File: src/wb_bus_pkg.sv
package wb_bus_pkg;

    // wishbone classic data path.
    localparam int unsigned WB_DAT_W = 32;
    localparam int unsigned WB_SEL_W = 4;  // one select per byte.

    // a line leaves the buffer as this many single writes.
    localparam int unsigned WORDS_PER_LINE = 8;
    localparam int unsigned BEAT_W         = 3; // beat counter width.

endpackage : wb_bus_pkg

File: src/cache_types_pkg.sv
package cache_types_pkg;

    // cache line geometry.
    localparam int unsigned LINE_W     = 256; // bits per victim line.
    localparam int unsigned LINE_BYTES = 32;  // one mask bit per byte.

    // byte address split of a 32-bit RV32I address.
    localparam int unsigned ADDR_W     = 32;
    localparam int unsigned OFFSET_W   = 5;   // byte offset in line.
    localparam int unsigned WORD_SEL_W = 3;   // addr[4:2].
    localparam int unsigned TAG_W      = 27;  // addr[31:5], the line address.

    // eviction buffer sizing.
    // kept at four entries so that the full state is easy to reach.
    localparam int unsigned EWB_DEPTH  = 4;
    localparam int unsigned PTR_W      = 2;   // wraps naturally at depth 4.
    localparam int unsigned CNT_W      = 3;   // counts 0 to EWB_DEPTH.

endpackage : cache_types_pkg
File: src/write_buffer_top.sv
module write_buffer_top
    import cache_types_pkg::*;
    import wb_bus_pkg::*;
(
    input  logic                clk,
    input  logic                rst,

    // victim input.
    input  logic                victim_valid_i,
    input  logic [ADDR_W-1:0]   victim_addr_i,
    input  logic [LINE_W-1:0]   victim_line_i,
    output logic                full_o,
    output logic                empty_o,

    // core lookup port.
    input  logic                lk_valid_i,
    input  logic [ADDR_W-1:0]   lk_addr_i,
    input  logic                lk_we_i,
    input  logic [WB_SEL_W-1:0] lk_sel_i,
    input  logic [WB_DAT_W-1:0] lk_wdata_i,
    output logic                lk_hit_o,
    output logic [WB_DAT_W-1:0] lk_rdata_o,

    // memory side.
    output logic                wb_cyc_o,
    output logic                wb_stb_o,
    output logic                wb_we_o,
    output logic [ADDR_W-1:0]   wb_adr_o,
    output logic [WB_DAT_W-1:0] wb_dat_o,
    output logic [WB_SEL_W-1:0] wb_sel_o,
    input  logic                wb_ack_i
);

    logic                  tag_check;
    logic [TAG_W-1:0]      tag;
    logic [WORD_SEL_W-1:0] word_idx;
    logic [LINE_BYTES-1:0] line_mask;
    logic [LINE_W-1:0]     line_wdata;
    logic                  hit;
    logic [LINE_W-1:0]     hit_line;
    logic                  write_en;
    logic [LINE_W-1:0]     replace_line;
    logic [LINE_W-1:0]     head_line;
    logic [ADDR_W-1:0]     head_addr;
    logic                  yumi;
    logic                  drain_busy;

    lookup_decode u_decode (
        .lk_valid_i   (lk_valid_i),
        .lk_we_i      (lk_we_i),
        .lk_addr_i    (lk_addr_i),
        .lk_sel_i     (lk_sel_i),
        .lk_wdata_i   (lk_wdata_i),
        .tag_check_o  (tag_check),
        .tag_o        (tag),
        .word_idx_o   (word_idx),
        .line_mask_o  (line_mask),
        .line_wdata_o (line_wdata)
    );

    evict_buffer u_buffer (
        .clk            (clk),
        .rst            (rst),
        .victim_valid_i (victim_valid_i),
        .victim_addr_i  (victim_addr_i),
        .victim_line_i  (victim_line_i),
        .full_o         (full_o),
        .empty_o        (empty_o),
        .tag_check_i    (tag_check),
        .tag_i          (tag),
        .hit_o          (hit),
        .hit_line_o     (hit_line),
        .write_en_i     (write_en),
        .replace_line_i (replace_line),
        .head_line_o    (head_line),
        .head_addr_o    (head_addr),
        .yumi_i         (yumi),
        .drain_busy_i   (drain_busy)
    );

    lookup_result u_result (
        .word_idx_i     (word_idx),
        .line_mask_i    (line_mask),
        .line_wdata_i   (line_wdata),
        .hit_i          (hit),
        .hit_line_i     (hit_line),
        .lk_hit_o       (lk_hit_o),
        .lk_rdata_o     (lk_rdata_o),
        .write_en_o     (write_en),
        .replace_line_o (replace_line)
    );

    line_drain u_drain (
        .clk          (clk),
        .rst          (rst),
        .empty_i      (empty_o), // same flag the cache sees.
        .head_line_i  (head_line),
        .head_addr_i  (head_addr),
        .yumi_o       (yumi),
        .drain_busy_o (drain_busy),
        .wb_cyc_o     (wb_cyc_o),
        .wb_stb_o     (wb_stb_o),
        .wb_we_o      (wb_we_o),
        .wb_adr_o     (wb_adr_o),
        .wb_dat_o     (wb_dat_o),
        .wb_sel_o     (wb_sel_o),
        .wb_ack_i     (wb_ack_i)
    );

endmodule : write_buffer_top

File: src/line_drain.sv
module line_drain
    import cache_types_pkg::*;
    import wb_bus_pkg::*;
(
    input  logic                clk,
    input  logic                rst,
    input  logic                empty_i,
    input  logic [LINE_W-1:0]   head_line_i,
    input  logic [ADDR_W-1:0]   head_addr_i,
    output logic                yumi_o,
    output logic                drain_busy_o,

    // wishbone classic master, writes only.
    output logic                wb_cyc_o,
    output logic                wb_stb_o,
    output logic                wb_we_o,
    output logic [ADDR_W-1:0]   wb_adr_o,
    output logic [WB_DAT_W-1:0] wb_dat_o,
    output logic [WB_SEL_W-1:0] wb_sel_o,
    input  logic                wb_ack_i
);

    typedef enum logic [1:0] {
        st_idle,
        st_strobe, // beat on the bus, waiting for ack.
        st_gap     // one idle cycle after each ack.
    } drain_state_t;

    drain_state_t      state;
    logic [BEAT_W-1:0] beat;
    logic              last_beat;
    logic              line_done; // eighth ack seen.

    assign last_beat = (beat == BEAT_W'(WORDS_PER_LINE - 1));

    always_ff @(posedge clk or posedge rst) begin
        if (rst) begin
            state     <= st_idle;
            beat      <= '0;
            line_done <= 1'b0;
        end else begin
            case (state)
                st_idle: begin
                    if (!empty_i) begin
                        state <= st_strobe;
                    end
                end
                st_strobe: begin
                    if (wb_ack_i) begin
                        beat      <= beat + BEAT_W'(1);
                        line_done <= last_beat;
                        state     <= st_gap;
                    end
                end
                st_gap: begin
                    if (line_done) begin
                        beat      <= '0;
                        line_done <= 1'b0;
                        state     <= st_idle; // head retires at this edge.
                    end else begin
                        state <= st_strobe;
                    end
                end
                default: state <= st_idle;
            endcase
        end
    end

    assign yumi_o       = (state == st_gap) && line_done;
    assign drain_busy_o = (state != st_idle);

    // head entry is frozen while busy, so these hold until ack.
    assign wb_cyc_o = (state == st_strobe);
    assign wb_stb_o = (state == st_strobe);
    assign wb_we_o  = (state == st_strobe);
    assign wb_adr_o = {head_addr_i[ADDR_W-1:OFFSET_W], beat, 2'b00};
    assign wb_dat_o = head_line_i[beat*WB_DAT_W +: WB_DAT_W];
    assign wb_sel_o = '1;

endmodule : line_drain

File: src/lookup_result.sv
module lookup_result
    import cache_types_pkg::*;
    import wb_bus_pkg::*;
(
    input  logic [WORD_SEL_W-1:0] word_idx_i,
    input  logic [LINE_BYTES-1:0] line_mask_i,
    input  logic [LINE_W-1:0]     line_wdata_i,
    input  logic                  hit_i,
    input  logic [LINE_W-1:0]     hit_line_i,
    output logic                  lk_hit_o,
    output logic [WB_DAT_W-1:0]   lk_rdata_o,
    output logic                  write_en_o,
    output logic [LINE_W-1:0]     replace_line_o
);

    logic [WB_DAT_W-1:0] sel_word; // addressed word of the hit line.

    assign sel_word   = hit_line_i[word_idx_i*WB_DAT_W +: WB_DAT_W];
    assign lk_hit_o   = hit_i;
    assign lk_rdata_o = hit_i ? sel_word : '0; // zero on a miss.

    // only a store that hits touches the buffer.
    assign write_en_o = hit_i && (|line_mask_i);

    // byte merge of store data over the hit line.
    always_comb begin
        for (int b = 0; b < LINE_BYTES; b++) begin
            if (line_mask_i[b]) begin
                replace_line_o[b*8 +: 8] = line_wdata_i[b*8 +: 8];
            end else begin
                replace_line_o[b*8 +: 8] = hit_line_i[b*8 +: 8];
            end
        end
    end

endmodule : lookup_result

File: src/evict_buffer.sv
module evict_buffer
    import cache_types_pkg::*;
(
    input  logic              clk,
    input  logic              rst,

    // victim lines from the cache, valid/full handshake.
    input  logic              victim_valid_i,
    input  logic [ADDR_W-1:0] victim_addr_i,
    input  logic [LINE_W-1:0] victim_line_i,
    output logic              full_o,
    output logic              empty_o,

    // associative search and merge.
    input  logic              tag_check_i,
    input  logic [TAG_W-1:0]  tag_i,
    output logic              hit_o,
    output logic [LINE_W-1:0] hit_line_o,
    input  logic              write_en_i,
    input  logic [LINE_W-1:0] replace_line_i,

    // head entry to the drain, valid/yumi handshake.
    output logic [LINE_W-1:0] head_line_o,
    output logic [ADDR_W-1:0] head_addr_o,
    input  logic              yumi_i,
    input  logic              drain_busy_i
);

    logic [LINE_W-1:0]    queue_data [EWB_DEPTH];
    logic [ADDR_W-1:0]    queue_addr [EWB_DEPTH];

    logic [PTR_W-1:0]     rd_ptr;
    logic [PTR_W-1:0]     wr_ptr;
    logic [CNT_W-1:0]     count;
    logic                 enqueue;
    logic                 dequeue;
    logic [EWB_DEPTH-1:0] match; // indexed by physical slot.

    assign full_o  = (count == CNT_W'(EWB_DEPTH));
    assign empty_o = (count == '0);
    assign enqueue = victim_valid_i && !full_o;
    assign dequeue = yumi_i && !empty_o;

    // pointers and occupancy.
    always_ff @(posedge clk or posedge rst) begin
        if (rst) begin
            rd_ptr <= '0;
            wr_ptr <= '0;
            count  <= '0;
        end else begin
            if (enqueue) begin
                wr_ptr <= wr_ptr + PTR_W'(1);
            end
            if (dequeue) begin
                rd_ptr <= rd_ptr + PTR_W'(1);
            end
            case ({enqueue, dequeue})
                2'b10:   count <= count + CNT_W'(1);
                2'b01:   count <= count - CNT_W'(1);
                default: ; // both or neither, count holds.
            endcase
        end
    end

    // line storage. the enqueue slot is free, so it never collides with a merge.
    always_ff @(posedge clk) begin
        if (enqueue) begin
            queue_data[wr_ptr] <= victim_line_i;
            queue_addr[wr_ptr] <= victim_addr_i;
        end
        for (int s = 0; s < EWB_DEPTH; s++) begin
            if (write_en_i && match[s]) begin
                queue_data[s] <= replace_line_i;
            end
        end
    end

    // oldest to newest, so the last match left standing is the newest.
    always_comb begin
        logic [PTR_W-1:0] slot;
        logic             live;
        match      = '0;
        hit_o      = 1'b0;
        hit_line_o = '0;
        for (int i = 0; i < EWB_DEPTH; i++) begin
            slot = rd_ptr + PTR_W'(i);
            live = (CNT_W'(i) < count) && !((i == 0) && drain_busy_i); // head in flight.
            if (tag_check_i && live && (queue_addr[slot][ADDR_W-1:OFFSET_W] == tag_i)) begin
                match[slot] = 1'b1;
                hit_o       = 1'b1;
                hit_line_o  = queue_data[slot];
            end
        end
    end

    assign head_line_o = queue_data[rd_ptr];
    assign head_addr_o = queue_addr[rd_ptr];

endmodule : evict_buffer

File: src/lookup_decode.sv
module lookup_decode
    import cache_types_pkg::*;
    import wb_bus_pkg::*;
(
    input  logic                  lk_valid_i,
    input  logic                  lk_we_i,
    input  logic [ADDR_W-1:0]     lk_addr_i,
    input  logic [WB_SEL_W-1:0]   lk_sel_i,
    input  logic [WB_DAT_W-1:0]   lk_wdata_i,
    output logic                  tag_check_o,
    output logic [TAG_W-1:0]      tag_o,
    output logic [WORD_SEL_W-1:0] word_idx_o,
    output logic [LINE_BYTES-1:0] line_mask_o,
    output logic [LINE_W-1:0]     line_wdata_o
);

    logic store; // a write lookup, mask may be non-zero.

    assign store       = lk_valid_i && lk_we_i;
    assign tag_check_o = lk_valid_i;
    assign tag_o       = lk_addr_i[ADDR_W-1:OFFSET_W];
    assign word_idx_o  = lk_addr_i[OFFSET_W-1:2];

    // store word copied into every word slot; the mask picks the real one.
    assign line_wdata_o = {WORDS_PER_LINE{lk_wdata_i}};

    // byte selects moved to the addressed word.
    always_comb begin
        line_mask_o = '0;
        for (int w = 0; w < WORDS_PER_LINE; w++) begin
            if (store && (word_idx_o == WORD_SEL_W'(w))) begin
                line_mask_o[w*WB_SEL_W +: WB_SEL_W] = lk_sel_i;
            end
        end
    end

endmodule : lookup_decode

File: config.mk
export PLATFORM = sky130hd
export DESIGN_NAME = write_buffer_top
export DESIGN_NICKNAME = d
export VERILOG_FILES = /design/src/wb_bus_pkg.sv /design/src/cache_types_pkg.sv /design/src/write_buffer_top.sv /design/src/line_drain.sv /design/src/lookup_result.sv /design/src/evict_buffer.sv /design/src/lookup_decode.sv
export SDC_FILE = /design/constraint.sdc
export NUM_CORES = 2
export LEC_CHECK = 0
export BUFFER_PORTS_ARGS = -buffer_cell sky130_fd_sc_hd__buf_2
export CAP_MARGIN = 20
export CELL_PAD_IN_SITES_DETAIL_PLACEMENT = 0
export CELL_PAD_IN_SITES_GLOBAL_PLACEMENT = 2
export CORE_ASPECT_RATIO = 0.8
export CORE_MARGIN = 2
export CORE_UTILIZATION = 43
export CTS_CLUSTER_SIZE = 20
export DETAILED_ROUTE_END_ITERATION = 8
export GPL_ROUTABILITY_DRIVEN = 1
export PLACE_DENSITY = 0.91
export SETUP_SLACK_MARGIN = 0.2
export SLEW_MARGIN = 40
export SYNTH_ARGS = -nofsm -noshare
export SYNTH_HDL_FRONTEND = slang
export SYNTH_SLANG_ARGS = --single-unit
File: constraint.sdc
create_clock -name clk -period 27.2 [get_ports clk]
set_input_delay 5.44 -clock clk [delete_from_list [all_inputs] [get_ports clk]]
set_output_delay 5.44 -clock clk [all_outputs]
set_load 0.02 [all_outputs]
==> reports/metrics.cfg <==
[drt]
routed_wl_um = 424000
num_vias = 84400
ant_nets = 0
viasPerCell = 6.83
drtIter0Drc = 13700
wl_per_cell_um = 34.3
firstDrtPassIters = 7
remaining_drc_errors = 0

[grt]
grt-ovfl-total = 0
grt_max_degree = 195
grt_first_pass_wirelength_um = 579000
grtUsageTotal = 0.392
antenna_found_initial = 178
grt_pass1_vias = 74000

[placed_design]
numPortBuffers = 454
dp.cells = 12000
dpl.hpwl_um = 285000
place.gp.congestion = 1.00

[cts]
cts_tree = done
clk_path_buf_depth = 3
numCtsBuffers = 139
cts_resized = 0
clkTransAtPathRegs_ns = 0.06
clkSinkCount = 1145
postCtsSetupBuffers = 0
cts_root_buffer = clkbuf_16
clk_latency_ns = 0.84
htreeDepth = 4
cts_hold_buf = 0

[pwr]
ir_drop_uv = 119
power_density_mw_per_mm2 = 97.2
design_power_total_uw = 9410
p_leak_uw = 0.0332

[synth]
synth_ff_type = edfxtp_1
syn_avg_cell_area_um2 = 9.16
synth_edf_count = 1132
syn_area_mm2 = 0.0881
synth.distinct_cells = 91
ys_ff_latch = 1145
ys_async_sr_fraction = 0.0114
syn_inst = 9615
ys_warn_count = 0
seq_area_frac_synth = 0.390

[critical_path]
critPathKind = input port to output port
crit_path_start_kind = input port
crit_arrival_ns = 11.82
critPathRequiredTime_ns = 21.76
worst_setup_path_end_kind = output port
cp_max_fo = 50

[finish]
nNetsFinal = 9829
fin_cells = 12400
area_growth_pct = 9.97
layout-drive-gt1-share = 0.186
fin_util = 0.476

[timing]
report.final.slew_viol_count = 0
slew_headroom = 0.327
skew_ns = 0.0410
setup_violations = 0
fin_crit_sh = 0.635
finalSetupTns_ns = 0
clock.fmax_mhz = 57.9
worst_slew_pin_slew_ns = 0.996
hold_violations = 0
rsz0062_at_grt = no
fin_crit_ns = 17.26

[status]
status = finished clean

[job]
maxCapViolations = 0

[floorplanning]
initial_core_util = 0.433
die_y_um = 409
die_x_um = 510
rows = 148
coreArea_mm2 = 0.204
dieArea_mm2 = 0.208
io_pins = 468

[min_path]
hold_path_class = register to register

-- worst max-delay path: stages --
cell	delay [ns]
buf_2	0.26
xor2_1	0.45
or4b_2	0.65
a21oi_1	0.21
and2_2	0.18
buf_4	0.44
and2_4	0.51
buf_4	0.69
buf_4	0.71
nor3_1	0.14
o221ai_1	0.74
mux2i_1	0.48
a2111o_1	0.58
buf_2	0.19
-- sequential cells by signal, summed over array words and instances (netlist names) --
signal               cells
u_buffer.rd_ptr          2
u_buffer.queue_data   1024
u_buffer.count           3
u_drain.line_done        1
u_buffer.queue_addr    108
u_buffer.wr_ptr          2
u_drain.beat             3
u_drain.state            2
-- cell type report --
cell class / count / area [um^2]
Multi-Input combinational cell: 7451 / 50100
Clock inverter: 81 / 748
Tap cell: 2700 / 3380
Clock buffer: 168 / 3650
Timing Repair Buffer: 659 / 4220
Inverter: 52 / 205
Sequential cell: 1145 / 34300
Antenna cell: 100 / 250
Fill cell: 18700 / 107000
-- metal layers --
metal | up-vias | track usage | wire length (um)
li1 | 35800 | - | -
met4 | 70 | 0.270 | 32400
met1 | 40900 | 0.511 | 158000
met5 | - | 0 | 459
met2 | 6401 | 0.521 | 168000
met3 | 1264 | 0.163 | 65000
-- worst paths after layout --
check | start | end | slack, ns | cells after the start
max | lk_addr_i[27] | lk_rdata_o[8] | 9.94 | 14
min | u_drain.line_done | u_drain.line_done | 0.59 | 1
max reg2reg | u_buffer.rd_ptr[1] | u_buffer.queue_data[0][16] | 17.04 | 19
min reg2reg | u_drain.line_done | u_drain.line_done | 0.59 | 1
max in group asynchronous | rst | u_drain.beat[0] | 22.07 | 2
min in group asynchronous | rst | u_buffer.count[2] | 4.70 | 2
-- cell usage in the layout, fill, tap and decap left out, drive strengths merged, types with 18 or more instances in the layout --
cell type and n:
a2111o 28, a211oi 43, a21o 23, a21oi 428, a221oi 66, a31oi 18
and2 135, and3 24, buf 657, clkbuf 170, clkinv 67, diode 100
edfxtp 1132, ha 19, inv 55, mux2 530, mux2i 597, mux4 252
nand2 1728, nand2b 30, nand3 96, nor2 578, nor3 150, nor3b 64
o2111ai 88, o211ai 103, o21a 167, o21ai 1579, o221ai 146, o22ai 77
o311ai 55, o31a 32, o31ai 26, or2 23, or3 62, xnor2 62
-- synth_stat cells (all sizes together), types with 32 or more instances --
master   number  area, um^2
a211oi       43         328
a21oi       428        2150
a221oi       66         578
and2        135         845
buf         365        1850
clkbuf      606        2270
edfxtp     1132       34000
inv          51         191
mux2        530        5970
mux2i       597        5980
mux4        252        5680
nand2      1728        6490
nand3        96         480
nor2        578        2190
nor3        150         751
nor3b        64         480
o2111ai      88         777
o211ai      103         773
o21a        167        1250
o21ai      1579        7910
o221ai      146        1280
o22ai        77         482
o311ai       55         482
o31a         32         280
or3          62         388
xnor2        62         551
-- per-stage QoR --
stage	cell area, um^2	setup WS, ns	hold slack [ns]
detailed placement	92000	10.32	0.569
CTS	96400	10.33	0.585
global route	96700	10.08	0.624
global placement	91500	10.05	0.562
finish	96800	9.94	0.589
floorplan	88100	13.19	0.521
-- power by group --
group,leakage [uW],switching (uW),internal [uW]
combinational,0.0205,3340,1660
clock,0.00215,828,1050
sequential,0.0105,196,2340
-- cell families after synthesis --
| family | synth area share |
|---|---|
| buffers and inverters | 0.0490 |
| adder cells (fa/ha/maj) | 0.00270 |
| flip-flops | 0.390 |
| AND/OR/NAND/NOR | 0.146 |
| multiplexers | 0.200 |
| AO/OA/AOI/OAI | 0.205 |
| other | 0.0000853 |
| XOR/XNOR | 0.00764 |
(Power assumes the default switching activity.)
